[config.mk]
export PLATFORM = sky130hd
export DESIGN_NAME = ahb_burst_top
export DESIGN_NICKNAME = d
export VERILOG_FILES = /design/src/hw/ahb_burst_pkg.sv /design/src/hw/ahb_cmd_capture.sv /design/src/hw/ahb_burst_addr_gen.sv /design/src/hw/ahb_data_phase.sv /design/src/hw/ahb_sram_slave.sv /design/src/hw/ahb_burst_top.sv
export SDC_FILE = /design/constraint.sdc
export NUM_CORES = 2
export LEC_CHECK = 0
export BUFFER_PORTS_ARGS = -buffer_cell sky130_fd_sc_hd__buf_2
export CAP_MARGIN = 5
export CORE_AREA = 3 3 397 399
export DETAILED_ROUTE_END_ITERATION = 8
export DIE_AREA = 0 0 400 402
export PLACE_DENSITY_LB_ADDON = 0.1
export SKIP_CTS_REPAIR_TIMING = 1
export SLEW_MARGIN = 15
export SYNTH_ARGS = -nofsm -noshare
export SYNTH_HDL_FRONTEND = slang
export SYNTH_HIERARCHICAL = 1
export SYNTH_SLANG_ARGS = --single-unit
[constraint.sdc]
create_clock -name clk -period 11.7 [get_ports clk]
set_input_delay 2.34 -clock clk [delete_from_list [all_inputs] [get_ports clk]]
set_output_delay 2.34 -clock clk [all_outputs]
set_load 0.02 [all_outputs]
[src/hw/ahb_burst_pkg.sv]
package ahb_burst_pkg;

    // hburst encoding, only the word bursts this master issues
    typedef enum logic [2:0] {
        SINGLE = 3'd0,
        WRAP4  = 3'd2,
        INCR4  = 3'd3
    } burst_types;

    // htrans encoding as on the bus
    typedef enum logic [1:0] {
        IDLE   = 2'd0,
        BUSY   = 2'd1, // never driven by this master
        NONSEQ = 2'd2,
        SEQ    = 2'd3
    } trans_types;

    // address step between two beats of a word burst
    localparam int WORD_BYTES = 4;

    // clears the low four bits to find the 16-byte block of a WRAP4
    localparam logic [31:0] WRAP4_BLOCK_MASK = 32'hFFFF_FFF0;

    // write words carried by one command
    localparam int BEATS_MAX = 4;

endpackage

[src/hw/ahb_cmd_capture.sv]
module ahb_cmd_capture
    import ahb_burst_pkg::*;
(
    input  logic                      clk,
    input  logic                      rstn,
    input  logic                      start,
    input  logic [31:0]               cmd_addr,
    input  logic                      cmd_write,
    input  burst_types                cmd_burst,
    input  logic [BEATS_MAX*32-1:0]   cmd_wdata,
    input  logic                      done,
    output logic                      busy,
    output logic                      launch,
    output logic [31:0]               cur_addr,
    output logic                      cur_write,
    output burst_types                cur_burst,
    output logic [BEATS_MAX*32-1:0]   cur_wdata
);

    logic accept;

    assign accept = start && !busy; // a start during a burst is dropped on purpose

    always_ff @(posedge clk or negedge rstn) begin
        if (!rstn) begin
            busy   <= 1'b0;
            launch <= 1'b0;
        end else begin
            launch <= accept;
            if (accept) begin
                busy <= 1'b1;
            end else if (done) begin
                busy <= 1'b0; // drops the cycle after the done pulse
            end
        end
    end

    // held fields stay put until the next accepted start
    always_ff @(posedge clk) begin
        if (accept) begin
            cur_addr  <= {cmd_addr[31:2], 2'b00}; // word transfers only
            cur_write <= cmd_write;
            cur_burst <= cmd_burst;
            cur_wdata <= cmd_wdata;
        end
    end

endmodule

[src/hw/ahb_burst_addr_gen.sv]
module ahb_burst_addr_gen
    import ahb_burst_pkg::*;
(
    input  logic        clk,
    input  logic        rstn,
    input  logic        launch,
    input  logic [31:0] cur_addr,
    input  logic        cur_write,
    input  burst_types  cur_burst,
    input  logic        hready,
    output logic [31:0] haddr,
    output trans_types  htrans,
    output logic        hwrite,
    output burst_types  hburst,
    output logic [1:0]  beat_idx,
    output logic        last_beat
);

    trans_types  trans_q;
    logic [31:0] addr_q;
    logic [1:0]  cnt_q;
    logic [31:0] base_q;
    logic [3:0]  offset_q;
    logic [31:0] base_now;
    logic [3:0]  offset_now;
    logic [3:0]  offset_next;
    logic [31:0] addr_next;
    logic [1:0]  last_idx;
    logic        accepted;

    // the launch cycle already shows the first NONSEQ, registers take over after it
    assign htrans     = launch ? NONSEQ : trans_q;
    assign haddr      = launch ? cur_addr : addr_q;
    assign beat_idx   = launch ? 2'd0 : cnt_q;
    assign base_now   = launch ? (cur_addr & WRAP4_BLOCK_MASK) : base_q;
    assign offset_now = launch ? cur_addr[3:0] : offset_q;

    assign hwrite = cur_write;
    assign hburst = cur_burst;

    assign last_idx  = (cur_burst == SINGLE) ? 2'd0 : 2'(BEATS_MAX - 1);
    assign last_beat = (beat_idx == last_idx);
    assign accepted  = hready && (htrans == NONSEQ || htrans == SEQ);

    assign offset_next = offset_now + 4'(WORD_BYTES); // wraps at 16 by width

    always_comb begin
        case (cur_burst)
            WRAP4: begin
                addr_next = base_now | {28'd0, offset_next};
            end
            default: begin
                addr_next = haddr + 32'(WORD_BYTES);
            end
        endcase
    end

    always_ff @(posedge clk or negedge rstn) begin
        if (!rstn) begin
            trans_q <= IDLE;
            addr_q  <= '0;
            cnt_q   <= '0;
        end else if (accepted) begin
            if (last_beat) begin
                trans_q <= IDLE; // burst fully issued
                addr_q  <= haddr;
                cnt_q   <= '0;
            end else begin
                trans_q <= SEQ;
                addr_q  <= addr_next;
                cnt_q   <= beat_idx + 2'd1;
            end
        end else begin
            // hready low or nothing to issue, so the address phase holds
            trans_q <= htrans;
            addr_q  <= haddr;
            cnt_q   <= beat_idx;
        end
    end

    // wrap base and offset follow the beat in the address phase
    always_ff @(posedge clk) begin
        base_q   <= base_now;
        offset_q <= accepted ? offset_next : offset_now;
    end

endmodule

[src/hw/ahb_data_phase.sv]
module ahb_data_phase
    import ahb_burst_pkg::*;
(
    input  logic                      clk,
    input  logic                      rstn,
    input  logic                      hready,
    input  trans_types                htrans,
    input  logic [31:0]               haddr,
    input  logic                      hwrite,
    input  logic [1:0]                beat_idx,
    input  logic                      last_beat,
    input  logic [BEATS_MAX*32-1:0]   cur_wdata,
    input  logic [31:0]               hrdata,
    output logic [31:0]               hwdata,
    output logic                      rd_valid,
    output logic [31:0]               rd_addr,
    output logic [31:0]               rd_data,
    output logic                      done
);

    logic        dp_valid;
    logic [31:0] dp_addr;
    logic        dp_write;
    logic [1:0]  dp_idx;
    logic        dp_last;
    logic        accepted;
    logic        complete;

    assign accepted = hready && (htrans == NONSEQ || htrans == SEQ);
    assign complete = hready && dp_valid; // data phase ends on the first ready edge

    always_ff @(posedge clk or negedge rstn) begin
        if (!rstn) begin
            dp_valid <= 1'b0;
            done     <= 1'b0;
        end else begin
            done <= complete && dp_last;
            if (hready) begin
                dp_valid <= accepted; // the next beat moves in as this one leaves
            end
        end
    end

    always_ff @(posedge clk) begin
        if (accepted) begin
            dp_addr  <= haddr;
            dp_write <= hwrite;
            dp_idx   <= beat_idx;
            dp_last  <= last_beat;
        end
    end

    // word k of the command goes out with the k-th issued beat
    assign hwdata = (dp_valid && dp_write) ? cur_wdata[{dp_idx, 5'b0} +: 32] : '0;

    assign rd_valid = complete && !dp_write;
    assign rd_addr  = dp_addr;
    assign rd_data  = hrdata;

endmodule

[src/hw/ahb_sram_slave.sv]
module ahb_sram_slave
    import ahb_burst_pkg::*;
#(
    parameter int MEM_WORDS_LOG2 = 6,
    parameter int WAIT_STATES    = 1
) (
    input  logic        clk,
    input  logic        rstn,
    input  logic [31:0] haddr,
    input  trans_types  htrans,
    input  logic        hwrite,
    input  logic [31:0] hwdata,
    output logic        hready,
    output logic [31:0] hrdata
);

    localparam int WAIT_W = (WAIT_STATES > 0) ? $clog2(WAIT_STATES + 1) : 1;

    logic [31:0]               mem [2**MEM_WORDS_LOG2];
    logic                      pend;
    logic [WAIT_W-1:0]         wait_cnt;
    logic [MEM_WORDS_LOG2-1:0] p_idx;
    logic                      p_write;
    logic                      accepted;

    assign hready   = !pend || (wait_cnt == '0);
    assign accepted = hready && (htrans == NONSEQ || htrans == SEQ);

    always_ff @(posedge clk or negedge rstn) begin
        if (!rstn) begin
            pend     <= 1'b0;
            wait_cnt <= '0;
        end else if (hready) begin
            pend     <= accepted;
            wait_cnt <= accepted ? WAIT_W'(WAIT_STATES) : '0;
        end else begin
            wait_cnt <= wait_cnt - 1'b1;
        end
    end

    always_ff @(posedge clk) begin
        if (hready && accepted) begin
            p_idx   <= haddr[MEM_WORDS_LOG2+1:2]; // upper bits dropped, so it wraps
            p_write <= hwrite;
        end
    end

    // write lands on the edge that finishes the data phase
    always_ff @(posedge clk) begin
        if (pend && hready && p_write) begin
            mem[p_idx] <= hwdata;
        end
    end

    assign hrdata = (pend && !p_write) ? mem[p_idx] : '0;

endmodule

[src/hw/ahb_burst_top.sv]
module ahb_burst_top
    import ahb_burst_pkg::*;
#(
    parameter int MEM_WORDS_LOG2 = 6,
    parameter int WAIT_STATES    = 1
) (
    input  logic                      clk,
    input  logic                      rstn,
    input  logic                      start,
    input  logic [31:0]               cmd_addr,
    input  logic                      cmd_write,
    input  burst_types                cmd_burst,
    input  logic [BEATS_MAX*32-1:0]   cmd_wdata,
    output logic                      busy,
    output logic                      rd_valid,
    output logic [31:0]               rd_addr,
    output logic [31:0]               rd_data,
    output logic                      done
);

    logic                    launch;
    logic [31:0]             cur_addr;
    logic                    cur_write;
    burst_types              cur_burst;
    logic [BEATS_MAX*32-1:0] cur_wdata;
    logic [31:0]             haddr;
    trans_types              htrans;
    logic                    hwrite;
    logic [1:0]              beat_idx;
    logic                    last_beat;
    logic                    hready;
    logic [31:0]             hrdata;
    logic [31:0]             hwdata;

    ahb_cmd_capture ahb_cmd_capture_i (
        .clk       (clk),
        .rstn      (rstn),
        .start     (start),
        .cmd_addr  (cmd_addr),
        .cmd_write (cmd_write),
        .cmd_burst (cmd_burst),
        .cmd_wdata (cmd_wdata),
        .done      (done),
        .busy      (busy),
        .launch    (launch),
        .cur_addr  (cur_addr),
        .cur_write (cur_write),
        .cur_burst (cur_burst),
        .cur_wdata (cur_wdata)
    );

    ahb_burst_addr_gen ahb_burst_addr_gen_i (
        .clk       (clk),
        .rstn      (rstn),
        .launch    (launch),
        .cur_addr  (cur_addr),
        .cur_write (cur_write),
        .cur_burst (cur_burst),
        .hready    (hready),
        .haddr     (haddr),
        .htrans    (htrans),
        .hwrite    (hwrite),
        .hburst    (),
        .beat_idx  (beat_idx),
        .last_beat (last_beat)
    );

    ahb_data_phase ahb_data_phase_i (
        .clk       (clk),
        .rstn      (rstn),
        .hready    (hready),
        .htrans    (htrans),
        .haddr     (haddr),
        .hwrite    (hwrite),
        .beat_idx  (beat_idx),
        .last_beat (last_beat),
        .cur_wdata (cur_wdata),
        .hrdata    (hrdata),
        .hwdata    (hwdata),
        .rd_valid  (rd_valid),
        .rd_addr   (rd_addr),
        .rd_data   (rd_data),
        .done      (done)
    );

    ahb_sram_slave #(
        .MEM_WORDS_LOG2 (MEM_WORDS_LOG2),
        .WAIT_STATES    (WAIT_STATES)
    ) ahb_sram_slave_i (
        .clk    (clk),
        .rstn   (rstn),
        .haddr  (haddr),
        .htrans (htrans),
        .hwrite (hwrite),
        .hwdata (hwdata),
        .hready (hready),
        .hrdata (hrdata)
    );

endmodule

==> results.yml <==
global_routing:
  grt_max_degree: 106
  grtUsageTotal: 0.291
  grt_pass1_wl_um: 329000
  grt_pass1_vias: 45751
  antenna_found_initial: 3
  grt-ovfl-total: 0
cells_and_area:
  final_util: 0.661
  area_growth_syn_to_layout_pct: 12.4
  nFillCells: 10200
  drive_gt1_frac: 0.283
  nNetsFinal: 4888
setup_path:
  cp-start-kind: "flip-flop"
  path_cells: "buf_4 -> buf_4 -> mux4_2 -> a22oi_1 -> a21oi_1 -> a21oi_1 -> o22ai_1 -> buf_2"
  crit_required_ns: 9.36
  critical_path.top_delay_family: "buffers and inverters"
  worstSetupPathType: "flip-flop to primary output"
  arrival_ns: 5.40
  path_buf_inv: 3
  crit_slowest_cell: "buf_4"
  critPathMaxStageDelay_ns: 0.81
  crit_fanout: 43
  critPathCaptureType: "primary output"
placed_design:
  post-place-ws_ns: 4.64
  dp_hpwl_um: 123000
  portBuffers: 231
  gp_congestion: 0.796
synth:
  syn-cell-area_sq_um: 90700
  postSynthCellCount: 4373
  synth_area_per_cell_sq_um: 20.7
  synth_warnings: 6
pwr:
  peakVddDrop_uv: 210
  seqPwrFrac: 0.424
  net-switching-power_mw: 8.41
  switching_share: 0.327
  p_clk_frac: 0.270
  p_comb_frac: 0.306
  p_int_mw: 17.3
  p_per_area_nw_per_um2: 252
  p_leak_nw: 33.0
worst_hold_path:
  hold_class: "flip-flop to flip-flop"
sta:
  setup_viol: 0
  fin_skew_ns: 0.0271
  period_needed_ns: 7.74
  hold_violations: 0
  fmax_mhz: 129
  slew_violations: 0
  finalCritPeriodShare: 0.662
  finalSetupTns_ns: 0
  rsz0062_at_grt: "false"
  slew_headroom: 0.207
  worstMarginPinSlew_ns: 1.19
  hold_slack_ns: 0.431
  worst_slack_ns: 3.96
cts:
  clock_latency_ns: 0.85
  h-tree-depth: 4
  tritoncts: "built"
  clock_path_buffers: 3
  cts.clk_slew.worst_paths_ns: 0.06
  cts_buffers: 225
  cts_root_buf: "clkbuf_16"
  clock-sinks: 2336
drt:
  firstDrtPassIters: 6
  via_per_inst: 6.57
  drc: 0
  dr_total_vias: 45635
  ant_nets: 0
  avgRoutedWirePerCell_um: 33.0
  dr.first_iter.drc_count: 5625
  routed_wl_um: 230000
floorplanning:
  die_y_um: 402
  die-area_sq_um: 161000
  rows: 144
  start_util: 0.588
  die_w_um: 400
  core_area_sq_um: 154000
  io_pins: 234
outcome:
  status: "finished, final reports clean"
job:
  cap_violations: 0
## flip-flops by register name (all words and copies together), names as in the netlist, 2 cells and up, named ones only
name / count
ahb_burst_addr_gen_i/addr_q: 32
ahb_burst_addr_gen_i/base_q: 32
ahb_burst_addr_gen_i/cnt_q: 2
ahb_burst_addr_gen_i/offset_q: 4
ahb_cmd_capture_i/cur_addr: 30
ahb_cmd_capture_i/cur_burst: 3
ahb_cmd_capture_i/cur_wdata: 128
ahb_data_phase_i/dp_idx: 2
ahb_data_phase_i/rd_addr: 32
ahb_sram_slave_i/mem: 2048
ahb_sram_slave_i/p_idx: 6
## power by group through the flow
stage	Sequential (mW)	Combinational, mW	Clock [mW]
floorplan	11.1	5.28	0
global placement	11.1	7.82	0
detailed placement	11.1	7.91	0
CTS	10.9	7.94	6.98
global route	11.0	8.37	7.33
finish	10.9	7.88	6.94
## layer usage
layer | vias to the layer above | part of all wire | GRT usage
met5 | - | 0 | 0
met4 | 0 | 0.027 | 0.0778
met3 | 321 | 0.093 | 0.0516
met2 | 2261 | 0.48 | 0.448
met1 | 24273 | 0.40 | 0.440
li1 | 18780 | - | -
## layout by cell type, fill, tap and decap left out, types with 32 or more instances in the layout
master	count
a21oi_1	66
mux4_2	517
edfxtp_1	2253
o21ai_0	54
clkinv_1	61
nand2_1	225
nor2_4	64
buf_4	154
clkbuf_1	41
o22ai_4	32
inv_1	47
dfxtp_1	36
a22oi_1	44
mux2i_1	176
buf_2	231
nor2_1	64
clkbuf_16	228
dfrtp_1	40
nand3_1	78
mux2_2	47
clkinv_2	50
## worst min-delay path, cell delays in order, from the launching register on
cell	delay [ns]
dfxtp_1	0.30
inv_1	0.05
nor2_1	0.04
## stage by stage
step | std cells | power [mW] | cell area, sq um
after global routing | 6949 | 26.7 | 102000
final | 6950 | 25.7 | 102000
after global placement | 6537 | 18.9 | 95000
after detailed placement | 6537 | 19.0 | 95000
after floorplan | 4374 | 16.4 | 90700
after CTS | 6948 | 25.8 | 102000
## path summary, 6_finish.rpt
| path | startpoint | end | slack [ns] | cells after the start |
|---|---|---|---|---|
| max | flip-flop | rd_data[12] | 3.96 | 8 |
| min | ahb_burst_addr_gen_i/base_q[2]$_DFF_P_ | ahb_burst_addr_gen_i/base_q[2]$_DFF_P_ | 0.43 | 2 |
| max reg2reg | ahb_cmd_capture_i/launch$_DFF_PN0_ | ahb_burst_addr_gen_i/addr_q[21]$_DFF_PN0_ | 8.19 | 7 |
| min reg2reg | ahb_burst_addr_gen_i/base_q[2]$_DFF_P_ | ahb_burst_addr_gen_i/base_q[2]$_DFF_P_ | 0.43 | 2 |
| max in group asynchronous | rstn | ahb_cmd_capture_i/launch$_DFF_PN0_ | 9.59 | 2 |
| min in group asynchronous | rstn | ahb_burst_addr_gen_i/addr_q[17]$_DFF_PN0_ | 1.61 | 2 |
## layout make-up
cell class	count	area [sq um]	area share
Tap cell	2044	2560	0.0251
Inverter	53	204	0.00200
Clock buffer	272	5900	0.0579
Clock inverter	139	1030	0.0101
Multi-Input combinational cell	1716	20300	0.200
Antenna cell	2	5.00	0.0000491
Timing Repair Buffer	388	2370	0.0233
Sequential cell	2336	69500	0.682
Note: power is estimated with default switching activity, not from simulation.
